<file path="config.mk">
export PLATFORM = sky130hd
export DESIGN_NAME = cpuCore
export DESIGN_NICKNAME = d
export VERILOG_FILES = /design/src/source/cpuPkg.sv /design/src/source/decoder.sv /design/src/source/regFile.sv /design/src/source/alu.sv /design/src/source/pcUnit.sv /design/src/source/cpuCore.sv
export SDC_FILE = /design/constraint.sdc
export NUM_CORES = 1
export LEC_CHECK = 0
export BUFFER_PORTS_ARGS = -buffer_cell sky130_fd_sc_hd__buf_2
export CORE_UTILIZATION = 63
export CTS_CLUSTER_DIAMETER = 30
export DETAILED_ROUTE_END_ITERATION = 7
export PLACE_DENSITY = 0.83
export SYNTH_ARGS = -nofsm -noshare
export SYNTH_HDL_FRONTEND = slang
export SYNTH_SLANG_ARGS = --single-unit
</file>
<file path="constraint.sdc">
create_clock -name clk -period 10.59 [get_ports clk]
set_input_delay 1.5885 -clock clk [delete_from_list [all_inputs] [get_ports clk]]
set_output_delay 1.5885 -clock clk [all_outputs]
set_load 0.02 [all_outputs]
</file>
<file path="src/source/cpuPkg.sv">
`default_nettype none

package cpuPkg;

	// Datapath sizing
	localparam int dataWidth = 16;    // Data words, registers, PC and instructions
	localparam int regCount = 4;      // General registers r0..r3
	localparam int regIndexWidth = 2; // Enough bits to pick one of regCount

	// Instruction opcodes, top nibble of the instruction word
	typedef enum logic [3:0] {
		ADD   = 4'b0000,
		LDIMM = 4'b1010,
		LDIND = 4'b1011,
		MV    = 4'b1100,
		STIND = 4'b1101,
		BRIMM = 4'b1110,
		BRIND = 4'b1111
	} opcode_e;

	// ALU operations, codes shared with the opcodes they serve
	typedef enum logic [3:0] {
		ALU_ADD  = 4'b0000,
		ALU_PASS = 4'b1100
	} aluOp_e;

	// Source of the next PC
	typedef enum logic [1:0] {
		PC_INC = 2'b00, // Sequential flow
		PC_IMM = 2'b01, // Payload of a taken immediate branch
		PC_REG = 2'b10  // Source 1 of a taken indirect branch
	} nextPcSel_e;

	// Control word from the decoder
	typedef struct packed {
		nextPcSel_e nextPcSel;
		logic       regDataInSource; // 1 = write back from memory
		logic       immData;         // 1 = write back the payload
		logic       regFileWE;
		logic       flagWE;          // Only ADD touches the flags
		aluOp_e     aluOp;
		logic       memWE;
		logic       dAddrSel;        // Drive the data address from source 1
	} ctrl_t;

	// Data memory port driven by the core
	typedef struct packed {
		logic [dataWidth-1:0] addr;
		logic [dataWidth-1:0] wData;
		logic                 we;
	} dataBus_t;

endpackage

`default_nettype wire

</file>
<file path="src/source/decoder.sv">
`timescale 1ns/10ps
`default_nettype none

module decoder import cpuPkg::*; (
	input wire logic [dataWidth-1:0] instruction,
	input wire logic cFlag,                          // Carry, for branch conditions
	input wire logic zFlag,                          // Zero, for branch conditions
	output ctrl_t ctrl,
	output logic [regIndexWidth-1:0] regDst,
	output logic [regIndexWidth-1:0] regSrc1,
	output logic [regIndexWidth-1:0] regSrc2,
	output logic [dataWidth-1:0] instrData           // Payload, zero-extended
);

	opcode_e opcode;
	logic [7:0] payload;
	logic brFlagSel;                                 // 0 = carry, 1 = zero
	logic brFlag;                                    // Flag value the branch wants
	logic brCond;
	logic brTaken;
	logic [dataWidth-1:0] payloadExt;

	// Fixed field positions, parsed whether or not the opcode uses them
	assign opcode = opcode_e'(instruction[15:12]);
	assign regDst = instruction[11:10];
	assign regSrc1 = instruction[9:8];
	assign regSrc2 = instruction[7:6];

	// Branches reuse the destination field as flag select and value
	assign brFlagSel = instruction[11];
	assign brFlag = instruction[10];

	assign payload = instruction[7:0];
	assign payloadExt = {{(dataWidth - 8){1'b0}}, payload};

	assign brCond = brFlagSel ? zFlag : cFlag;
	assign brTaken = (brFlag == brCond);

	always_comb begin
		// Defaults give a no-op that just steps the PC
		ctrl = '0;
		ctrl.nextPcSel = PC_INC;
		ctrl.aluOp = ALU_ADD;
		instrData = '0;

		case (opcode)
			ADD: begin
				ctrl.regFileWE = 1'b1; // Sum goes back to rd
				ctrl.flagWE = 1'b1;    // Carry and zero follow the sum
				ctrl.aluOp = ALU_ADD;
			end

			LDIMM: begin
				ctrl.immData = 1'b1;   // Write back the payload
				ctrl.regFileWE = 1'b1;
				instrData = payloadExt;
			end

			LDIND: begin
				ctrl.dAddrSel = 1'b1;        // Address from rs1
				ctrl.regDataInSource = 1'b1; // Write back read data
				ctrl.regFileWE = 1'b1;
			end

			MV: begin
				ctrl.regFileWE = 1'b1;
				ctrl.aluOp = ALU_PASS; // rs1 straight through
			end

			STIND: begin
				ctrl.dAddrSel = 1'b1;
				ctrl.memWE = 1'b1;     // rs2 goes out as write data
			end

			BRIMM: begin
				if (brTaken) begin
					ctrl.nextPcSel = PC_IMM;
					instrData = payloadExt; // Target only shown when taken
				end
			end

			BRIND: begin
				if (brTaken) begin
					ctrl.nextPcSel = PC_REG; // Target is rs1
				end
			end

			default: begin
				// Undefined opcode, nothing but the PC step
			end
		endcase
	end

	// A store never writes back, and nothing else writes memory
	always_comb begin
		assert (!(ctrl.memWE && ctrl.regFileWE))
			else $error("decoder: memWE and regFileWE both set, instruction %h", instruction);
	end

endmodule

`default_nettype wire

</file>
<file path="src/source/regFile.sv">
`timescale 1ns/10ps
`default_nettype none

module regFile import cpuPkg::*; (
	input wire logic clk,
	input wire logic reset,
	input wire logic we,
	input wire logic [regIndexWidth-1:0] wIndex,
	input wire logic [dataWidth-1:0] wData,
	input wire logic [regIndexWidth-1:0] rIndex1,
	input wire logic [regIndexWidth-1:0] rIndex2,
	output logic [dataWidth-1:0] rData1,
	output logic [dataWidth-1:0] rData2
);

	logic [dataWidth-1:0] regs [regCount];

	// Single write port
	always_ff @(posedge clk) begin
		if (reset) begin
			for (int i = 0; i < regCount; i++) begin
				regs[i] <= '0; // Architectural state starts at zero
			end
		end else if (we) begin
			regs[wIndex] <= wData;
		end
	end

	// Async reads, no bypass: a same-cycle write shows up next cycle
	assign rData1 = regs[rIndex1];
	assign rData2 = regs[rIndex2];

	// A write with a floating index would corrupt an unknown register
	assert property (@(posedge clk) disable iff (reset)
		we |-> !$isunknown(wIndex))
		else $error("regFile: write with unknown index");

endmodule

`default_nettype wire

</file>
<file path="src/source/alu.sv">
`timescale 1ns/10ps
`default_nettype none

module alu import cpuPkg::*; (
	input wire logic clk,
	input wire logic reset,
	input wire aluOp_e aluOp,
	input wire logic flagWE,                 // Only set for ADD
	input wire logic [dataWidth-1:0] a,      // rs1 data
	input wire logic [dataWidth-1:0] b,      // rs2 data
	output logic [dataWidth-1:0] result,
	output logic cFlag,
	output logic zFlag
);

	logic [dataWidth:0] sum; // One extra bit for carry out
	logic carryOut;

	assign sum = {1'b0, a} + {1'b0, b};

	always_comb begin
		result = '0;
		carryOut = 1'b0;

		case (aluOp)
			ALU_ADD: begin
				result = sum[dataWidth-1:0];
				carryOut = sum[dataWidth];
			end

			ALU_PASS: begin
				result = a; // MV copies source 1
			end

			default: begin
				result = '0;
			end
		endcase
	end

	// Flags register, updated at the end of an ADD cycle
	always_ff @(posedge clk) begin
		if (reset) begin
			cFlag <= 1'b0;
			zFlag <= 1'b0;
		end else if (flagWE) begin
			cFlag <= carryOut;
			zFlag <= (result == '0);
		end
	end

	// Flag writes come only from add
	assert property (@(posedge clk) disable iff (reset)
		flagWE |-> aluOp == ALU_ADD)
		else $error("alu: flag write on non-add op %h", aluOp);

endmodule

`default_nettype wire

</file>
<file path="src/source/pcUnit.sv">
`timescale 1ns/10ps
`default_nettype none

module pcUnit import cpuPkg::*; (
	input wire logic clk,
	input wire logic reset,
	input wire nextPcSel_e nextPcSel,
	input wire logic [dataWidth-1:0] instrData, // Immediate branch target
	input wire logic [dataWidth-1:0] regData,   // Indirect branch target
	output logic [dataWidth-1:0] pc
);

	logic [dataWidth-1:0] nextPc;

	always_comb begin
		case (nextPcSel)
			PC_IMM:  nextPc = instrData;
			PC_REG:  nextPc = regData;
			default: nextPc = pc + 1'b1; // Wraps at the top of the address space
		endcase
	end

	always_ff @(posedge clk) begin
		if (reset) begin
			pc <= '0; // First fetch from address 0
		end else begin
			pc <= nextPc; // No stall, loads every cycle
		end
	end

	// Immediate targets only reach the low 256 words
	assert property (@(posedge clk) disable iff (reset)
		nextPcSel == PC_IMM |-> instrData[dataWidth-1:8] == '0)
		else $error("pcUnit: immediate target %h out of range", instrData);

endmodule

`default_nettype wire

</file>
<file path="src/source/cpuCore.sv">
`timescale 1ns/10ps
`default_nettype none

module cpuCore import cpuPkg::*; (
	input wire logic clk,
	input wire logic reset,
	output logic [dataWidth-1:0] instrAddr,
	input wire logic [dataWidth-1:0] instruction,
	output dataBus_t dataBus,
	input wire logic [dataWidth-1:0] dataIn     // Read data, same cycle as addr
);

	ctrl_t ctrl;
	logic [regIndexWidth-1:0] regDst;
	logic [regIndexWidth-1:0] regSrc1;
	logic [regIndexWidth-1:0] regSrc2;
	logic [dataWidth-1:0] instrData;
	logic [dataWidth-1:0] rData1;
	logic [dataWidth-1:0] rData2;
	logic [dataWidth-1:0] aluResult;
	logic [dataWidth-1:0] wbData;       // Write-back value
	logic regWE;
	logic cFlag;
	logic zFlag;
	logic [dataWidth-1:0] pc;

	decoder u_decoder (
		.instruction (instruction),
		.cFlag       (cFlag),
		.zFlag       (zFlag),
		.ctrl        (ctrl),
		.regDst      (regDst),
		.regSrc1     (regSrc1),
		.regSrc2     (regSrc2),
		.instrData   (instrData)
	);

	// No register writes while held in reset
	assign regWE = ctrl.regFileWE && !reset;

	regFile u_regFile (
		.clk     (clk),
		.reset   (reset),
		.we      (regWE),
		.wIndex  (regDst),
		.wData   (wbData),
		.rIndex1 (regSrc1),
		.rIndex2 (regSrc2),
		.rData1  (rData1),
		.rData2  (rData2)
	);

	alu u_alu (
		.clk    (clk),
		.reset  (reset),
		.aluOp  (ctrl.aluOp),
		.flagWE (ctrl.flagWE),
		.a      (rData1),
		.b      (rData2),
		.result (aluResult),
		.cFlag  (cFlag),
		.zFlag  (zFlag)
	);

	pcUnit u_pcUnit (
		.clk       (clk),
		.reset     (reset),
		.nextPcSel (ctrl.nextPcSel),
		.instrData (instrData),
		.regData   (rData1), // Indirect branch target
		.pc        (pc)
	);

	assign instrAddr = pc;

	// Write-back source, payload wins over memory over ALU
	assign wbData = ctrl.immData ? instrData :
		ctrl.regDataInSource ? dataIn : aluResult;

	// Data port
	assign dataBus.addr = ctrl.dAddrSel ? rData1 : '0;
	assign dataBus.wData = rData2;
	assign dataBus.we = ctrl.memWE && !reset; // No stores during reset

	// Fetch restarts at zero once reset has been seen at an edge
	assert property (@(posedge clk) reset |=> instrAddr == '0)
		else $error("cpuCore: instrAddr %h after reset", instrAddr);

endmodule

`default_nettype wire

</file>
==> impl_results.md, run 1 <==
- Status: complete, no violations
- Buffers on Ports: between 80 and 90
- Routability Congestion: 0.989
- Post-synth EDFFs: 64
- Maximum fanout along the worst path: 18
- Worst Hold Launch: u_alu.cFlag
- Worst r2r dst: u_regFile.regs[2][8]
- Vias in the first global route: 4330
- TritonRoute pass-1 iters: 6
- Layout Nets: 637
- Crit. End Element: flip-flop
- DIE HEIGHT: 95.9 µm
- Initial Util: 66.2%
- Fmax: 197 MHz
- Area Overhead vs Synth: 10.9%
- HPWL Detailed: 10900 µm
- Post-route setup TNS: 0 ns
- Clock transition at path regs: 0.10 ns
- Largest net degree at the start of global routing: 29
- Period utilisation layout: 47.8%
- DR WL/cell: 21.6 µm
- Tmin final: 5.06 ns
- Critical path type: in2reg
- Setup Viol. Count Final: 0
- FF-to-FF path depth: 10
- Post-synthesis simple-gate area fraction: about 18%
- R2R setup slack: 6.90 ns
- R2r startpoint: u_regFile.regs[3][0]
- Placed Instance Area: 5980 µm²
- Combinational family with the most area after synthesis: simple AND/OR/NAND/NOR gates
- Async set-reset flop share out of synthesis: 0%
- Max_cap viols: 0
- Register bit total from synthesis: 82
- Leakage: 2.62 nW
- Core footprint: 8380 µm²
- Synth top area cells: edfxtp_1, mux4_2, dfxtp_1
- Fin area: 6150 µm²
- Top cell type's share of synthesized area: 34.6%
- Clk root buf: clkbuf_8
- Die area: 9190 µm²
- Mapped Nets: 576
- Final Hold Viols: 0
- Pwr/cell area: approximately 130 nW/µm²
- Final worst setup slack: ~5.5 ns
- Ant diodes: 0
- Rows: 33
- Worst Path Arrival: 5.27 ns
- Total power: 809 µW
- First-pass GRT wire length: roughly 22000 µm
- Pre-CTS setup slack: 5.24 ns
- TritonCTS Buffers: 9
- # resized after CTS: 0
- Overall routing resource usage: 34.0%
- Remaining Overflow, GRT: 0
- Post-Synth XOR/XNOR Area: around 3.5%
- CP startpoint: instruction[6]
- YS warnings: 0
- # DRC: 0
- Antenna viol nets, final: 0
- Worst-Margin Slew: 1.15 ns
- Vias per std cell: 6.75
- H-tree depth: 3
- Clock Skew: 0.0242 ns
- Most common cell in the netlist: nor2_1
- CTS sink cnt: 82
- Layout cells sized above 1: 23.5%
- Fillers: just under 600
- Mapped Cells: 522
- Unrepaired setup endpoints after global routing: no
- CP Capture Point: u_regFile.regs[2][8]
- Synthesized area: 5550 µm²
- Startpoint type of the worst setup path: primary input
- Cell accounting for the most synthesized area: edfxtp_1
- CTS hold repair buffers: 0
- Post-Syn Area per Cell: 10.6 µm²
- Commonest cells in the netlist: nor2_1, edfxtp_1, nand2_1
- Relative slew slack: between 20% and 30%
- Vias: roughly 4700
- Worst Hold Class: reg2reg
- Chip width: 95.9 µm
- Synth Area in Adders: 4.64%
- Peak supply drop: ~0.000087 V
- Unique masters post-synth: 64
- Sequential area share after synthesis: 41.1%
- Top Ports: just over 80
- DRT iter0 DRCs: 428
- Critical Path RT: 10.79 ns
- Post-synthesis compound-gate area fraction: 12.6%
- CTS tree: done
- Fin. max-slew vios: 0
- Post-synthesis mux area share: 16.5%
- Worst skew pair latency: around 0.38 ns
- Clock buffer depth: 2
- Wirelength, routed: 15000 µm
- Initial antenna violation count: 0
- Post-CTS Setup Repair Bufs: 0
- Ys flop type: edfxtp_1
## sequential cells by signal, summed over array words and instances (netlist names)
name	flops
u_alu.cFlag	1
u_alu.zFlag	1
u_pcUnit.pc	16
u_regFile.regs	64
## critical path, cell delays in order
cell	delay, ns
buf_2	0.49
mux4_2	0.61
ha_1	0.25
fa_1	0.43
a211oi_1	0.43
o211ai_1	0.29
and3_1	0.26
o31ai_1	0.36
mux2_2	0.24
nand3_1	0.14
nor2_1	0.16
## routing by layer
| metal | vias to the layer above | part of all wire [%] | track usage, % |
|---|---|---|---|
| met4 | 0 | 2.1 | 11.6 |
| met5 | - | 0 | 0 |
| met1 | 2245 | 39 | 45.5 |
| li1 | 2104 | - | - |
| met3 | 30 | 11 | 5.85 |
| met2 | 297 | 48 | 56.4 |
## how the worst min path moves through the flow
stage                             end  slack [ns]  cells after the start
after floorplan           u_alu.cFlag        0.45                      2
after global placement    u_alu.cFlag        0.46                      2
after detailed placement  u_alu.cFlag        0.47                      2
after CTS                 u_alu.cFlag        0.49                      2
after global routing      u_alu.cFlag        0.54                      2
final                     u_alu.cFlag        0.49                      2
## area by class of cell
type | count | area, µm² | area share (%)
multi-input combinational | 392 | 3090 | 50.2
sequential | 82 | 2280 | 37.1
timing repair buffer | 84 | 425 | 6.91
tap | 105 | 131 | 2.13
clock buffer | 10 | 128 | 2.07
inverter | 14 | 52.6 | 0.854
clock inverter | 6 | 48.8 | 0.793
## logic make-up (layout without fill, tap and decap cells)
group / Yosys count / in the layout
adders and majority gates: 20 / 20
DFF: 82 / 82
AOI/OAI and AO/OA: 96 / 96
muxes: 49 / 49
and+or+nand+nor: 205 / 205
buffers and inverters: 48 / 114
xor gates and xnor gates: 22 / 22
## layout by cell type, fill, tap and decap left out, types with 4 or more instances in the layout
| cell type | netlist | layout |
|---|---|---|
| nand2_1 | 37 | 37 |
| a21o_1 | 8 | 8 |
| inv_1 | 14 | 14 |
| xnor2_1 | 13 | 13 |
| and3_1 | 9 | 9 |
| or3_1 | 5 | 5 |
| a211oi_1 | 5 | 5 |
| mux4_1 | 4 | 4 |
| and2_1 | 21 | 21 |
| buf_2 | 7 | 82 |
| nor2_1 | 82 | 82 |
| a22oi_1 | 8 | 8 |
| ha_1 | 19 | 19 |
| dfxtp_1 | 18 | 18 |
| a211o_1 | 7 | 7 |
| nand3b_1 | 4 | 4 |
| nand2b_1 | 7 | 7 |
| nand4_1 | 5 | 5 |
| o21ai_0 | 13 | 13 |
| a21oi_1 | 13 | 13 |
| a31oi_1 | 6 | 6 |
| nand3_1 | 11 | 11 |
| clkbuf_8 | 0 | 9 |
| nor3_1 | 6 | 6 |
| xor2_1 | 9 | 9 |
| mux4_2 | 28 | 28 |
| edfxtp_1 | 64 | 64 |
| o211ai_1 | 6 | 6 |
| mux2i_1 | 13 | 13 |
| a222oi_1 | 8 | 8 |
## stage by stage
stage | utilization, % | hold WS (ns) | std cells
after CTS | 73.4 | 0.492 | 693
after detailed placement | 71.3 | 0.470 | 677
after global placement | 71.3 | 0.461 | 677
after global routing | 73.4 | 0.538 | 693
after floorplan | - | 0.446 | 522
final | 73.4 | 0.492 | 693
## power breakdown
group          internal, mW  switching (mW)  total [mW]
Combinational        0.0862           0.140       0.226
Sequential            0.362         0.00823       0.370
Clock                0.0873           0.126       0.213
Note: power is estimated with default switching activity, not from simulation.
==> inputs of run 2 (changes only) <==
- ABC_AREA: default -> 1
- CORE_UTILIZATION: 63 -> 59
- PLACE_DENSITY: 0.83 -> 0.78
- clock period: 10.59 -> 5 ns (I/O delays scaled with it)
==> run 2 against run 1 <==
Against the previous run: core utilization shrank 4.4 points; clock-buffer cell count shrank 1; critical path depth grew 4; flip-flop and latch count is the same; cell area grew 5.6%; die area grew 12%; global-route usage grew 1.0 points; clock skew shrank 0.0096 ns; sequential power grew 110%; total power grew 120%; critical path type unchanged; largest cell class unchanged; largest power group unchanged.
==> impl_results.md, run 2 <==
- Regs by FF count: u_regFile.regs x64, u_pcUnit.pc x16
- FF-to-FF path depth: 12
- Layout cells sized above 1: 13.4%
- YS warnings: 0
- Most common cell in the netlist: nand2_1
- Initial Util: approximately 62%
- Synth top area cells: edfxtp_1, nand2_1, nor2_1
- Post-CTS Setup Repair Bufs: 0
- Total power: 1.77 mW
- Die area: 10300 µm²
- Commonest non-fill, non-tap cell in the layout: nand2_1
- DRT iter0 DRCs: ~450
- Critical path type: in2reg
- Post-route setup TNS: 0 ns
- Layout Utilization: roughly 69%
- Unrepaired setup endpoints after global routing: no
- Max_cap viols: 0
- Remaining Overflow, GRT: 0
- Pwr/cell area: 272 nW/µm²
- First-pass GRT wire length: around 27000 µm
- Hold slack: around 0.47 ns
- Met2 Use GR: 58.0%
- Largest register by flop count: u_regFile.regs
- Maximum fanout along the worst path: 30
- Unique masters post-synth: 39
- Synthesized area: approximately 6000 µm²
- Vias per std cell: 5.75
- Ant diodes: 0
- Peak supply drop: 0.000206 V
- DR WL/cell: 16.8 µm
- Async set-reset flop share out of synthesis: 0%
- CTS sink cnt: 82
- Max stage delay cell, worst path: inv_1
- GRT Max-Usage Layer: met2
- Cell accounting for the most synthesized area: edfxtp_1
- CP Capture Point: u_regFile.regs[0][6]
- Pre-CTS setup slack: between 1 and 1.5 ns
- Rows: 35
- Leakage: 3.14 nW
- Worst path max stage delay: 0.65 ns
- Period utilisation layout: 74.3%
- CTS tree: done
- Routability Congestion: slightly above 1
- Critical Path RT: 5.09 ns
- Most frequent CP cell: nand2_1
- Tmin final: 3.72 ns
- Worst Hold Launch: u_alu.zFlag
- R2R setup slack: between 2 and 2.5 ns
- Crit. End Element: flip-flop
- Sequential area share after synthesis: 39.1%
- Ys flop type: edfxtp_1
- Largest net degree at the start of global routing: 34
- Most frequent cells in the layout: nand2_1, nor2_1, inv_1
- Final worst setup slack: 1.28 ns
- Wirelength, routed: 17800 µm
- CP Cell Sequence: buf_2 > inv_1 > o21ai_0 > o22ai_1 > ha_1 > fa_1 > nand2_1 > nand2_1 > nand3b_1 > nand2_1 > nand2_1 > nand3_1 > nand2_1 > a221oi_1 > nor2_1
- CTS hold repair buffers: 0
- Worst Path Arrival: 3.80 ns
- Largest register FFs: between 60 and 70
- M3 GR Usage: 6.00%
- Core footprint: 9420 µm²
- # resized after CTS: 0
- Worst r2r dst: u_regFile.regs[0][6]
- Overall routing resource usage: a little over a third
- TritonRoute pass-1 iters: 6
- Mapped Cells: about 860
- Worst skew pair latency: 0.37 ns
- Antenna viol nets, final: 0
- HPWL Detailed: 13200 µm
- Relative slew slack: 39.6%
- Vias: around 6100
- Buffers on Ports: 82
- Startpoint type of the worst setup path: primary input
- Layout Nets: between 900 and 1000
- Top Ports: 83
- Clk root buf: clkbuf_8
- Chip width: 101 µm
- Clock transition at path regs: roughly 0.090 ns
- Clock buffer depth: 2
- Worst Hold Class: reg2reg
- Worst-Margin Slew: 0.905 ns
- Mapped Nets: 909
- Fmax: 269 MHz
- Initial antenna violation count: 0
- H-tree depth: 3
- R2r startpoint: u_regFile.regs[1][0]
- CP startpoint: instruction[6]
- Post-synth EDFFs: 64
- Top cell type's share of synthesized area: around a third
- Met1 Use GR: 45.2%
- TritonCTS Buffers: 9
- DIE HEIGHT: 101 µm
- Register bit total from synthesis: 82
- Vias in the first global route: 5499
- Area Overhead vs Synth: 11.3%
- Commonest cells in the netlist: nand2_1, nor2_1, inv_1
- Setup Viol. Count Final: 0
- Status: complete, no violations
- Fin. max-slew vios: 0
- Post-Syn Area per Cell: ~7 µm²
- # DRC: 0
- Clock Skew: 0.0145 ns
- Final Hold Viols: 0
==> run 2: changes by cell type after synthesis, moves of 28 or more <==
cell	before	now
nand2_1	37	229
o21ai_0	13	47
mux4_2	28	0
nand3_1	11	87
inv_1	14	98
nor2_1	82	142
==> run 2: layout make-up <==
class                   instances  area, µm²
multi-input cells             636       3020
fillers                       821       2920
flip-flops and latches         82       2280
repair buffers                 87        448
inverters                     107        402
well taps                     129        161
clock buffers                   9        124
clock inverters                 7       58.8
==> run 2: kinds of logic (layout without fill, tap and decap cells) <==
| logic type | after synthesis | in the layout | share of synthesized area [%] |
|---|---|---|---|
| AO/OA/AOI/OAI | 124 | 124 | 11.9 |
| XOR/XNOR | 4 | 4 | 0.600 |
| adder cells (fa/ha/maj) | 20 | 20 | 4.41 |
| buffers and inverters | 137 | 210 | 9.15 |
| flip-flops | 82 | 82 | 39.1 |
| AND/OR/NAND/NOR | 488 | 488 | 34.8 |
==> run 2: per-stage QoR <==
stage                     cells  instance area (µm²)
after detailed placement   1041                 6320
final                      1057                 6500
after CTS                  1057                 6500
after global routing       1057                 6500
after floorplan             855                 5840
after global placement     1041                 6320
==> run 2: how the worst min path moves through the flow <==
stage | endpoint | depth (start not counted)
final | u_alu.zFlag | 2
after global routing | u_alu.zFlag | 2
after CTS | u_alu.zFlag | 2
after detailed placement | u_alu.zFlag | 2
after global placement | u_alu.zFlag | 2
after floorplan | u_alu.zFlag | 2
==> run 2: routing by layer <==
metal	vias up	part of all wire [%]
met3	53	11
met2	361	48
met4	0	2.8
met1	2724	39
li1	2944	-
met5	-	0
==> run 2: power breakdown <==
part / leakage [nW] / total [mW] / switching [mW] / internal [mW]
logic: 2.24 / 0.521 / 0.361 / 0.160
registers: 0.810 / 0.782 / 0.0165 / 0.765
clock network: 0.0946 / 0.465 / 0.275 / 0.190
==> run 2: critical path: cells and delay by family <==
| family | cells | cell delay (ns) |
|---|---|---|
| and+or+nand+nor | 8 | 0.69 |
| adders and majority gates | 2 | 0.51 |
| buffers and inverters | 2 | 0.75 |
| AOI/OAI and AO/OA | 3 | 1.10 |
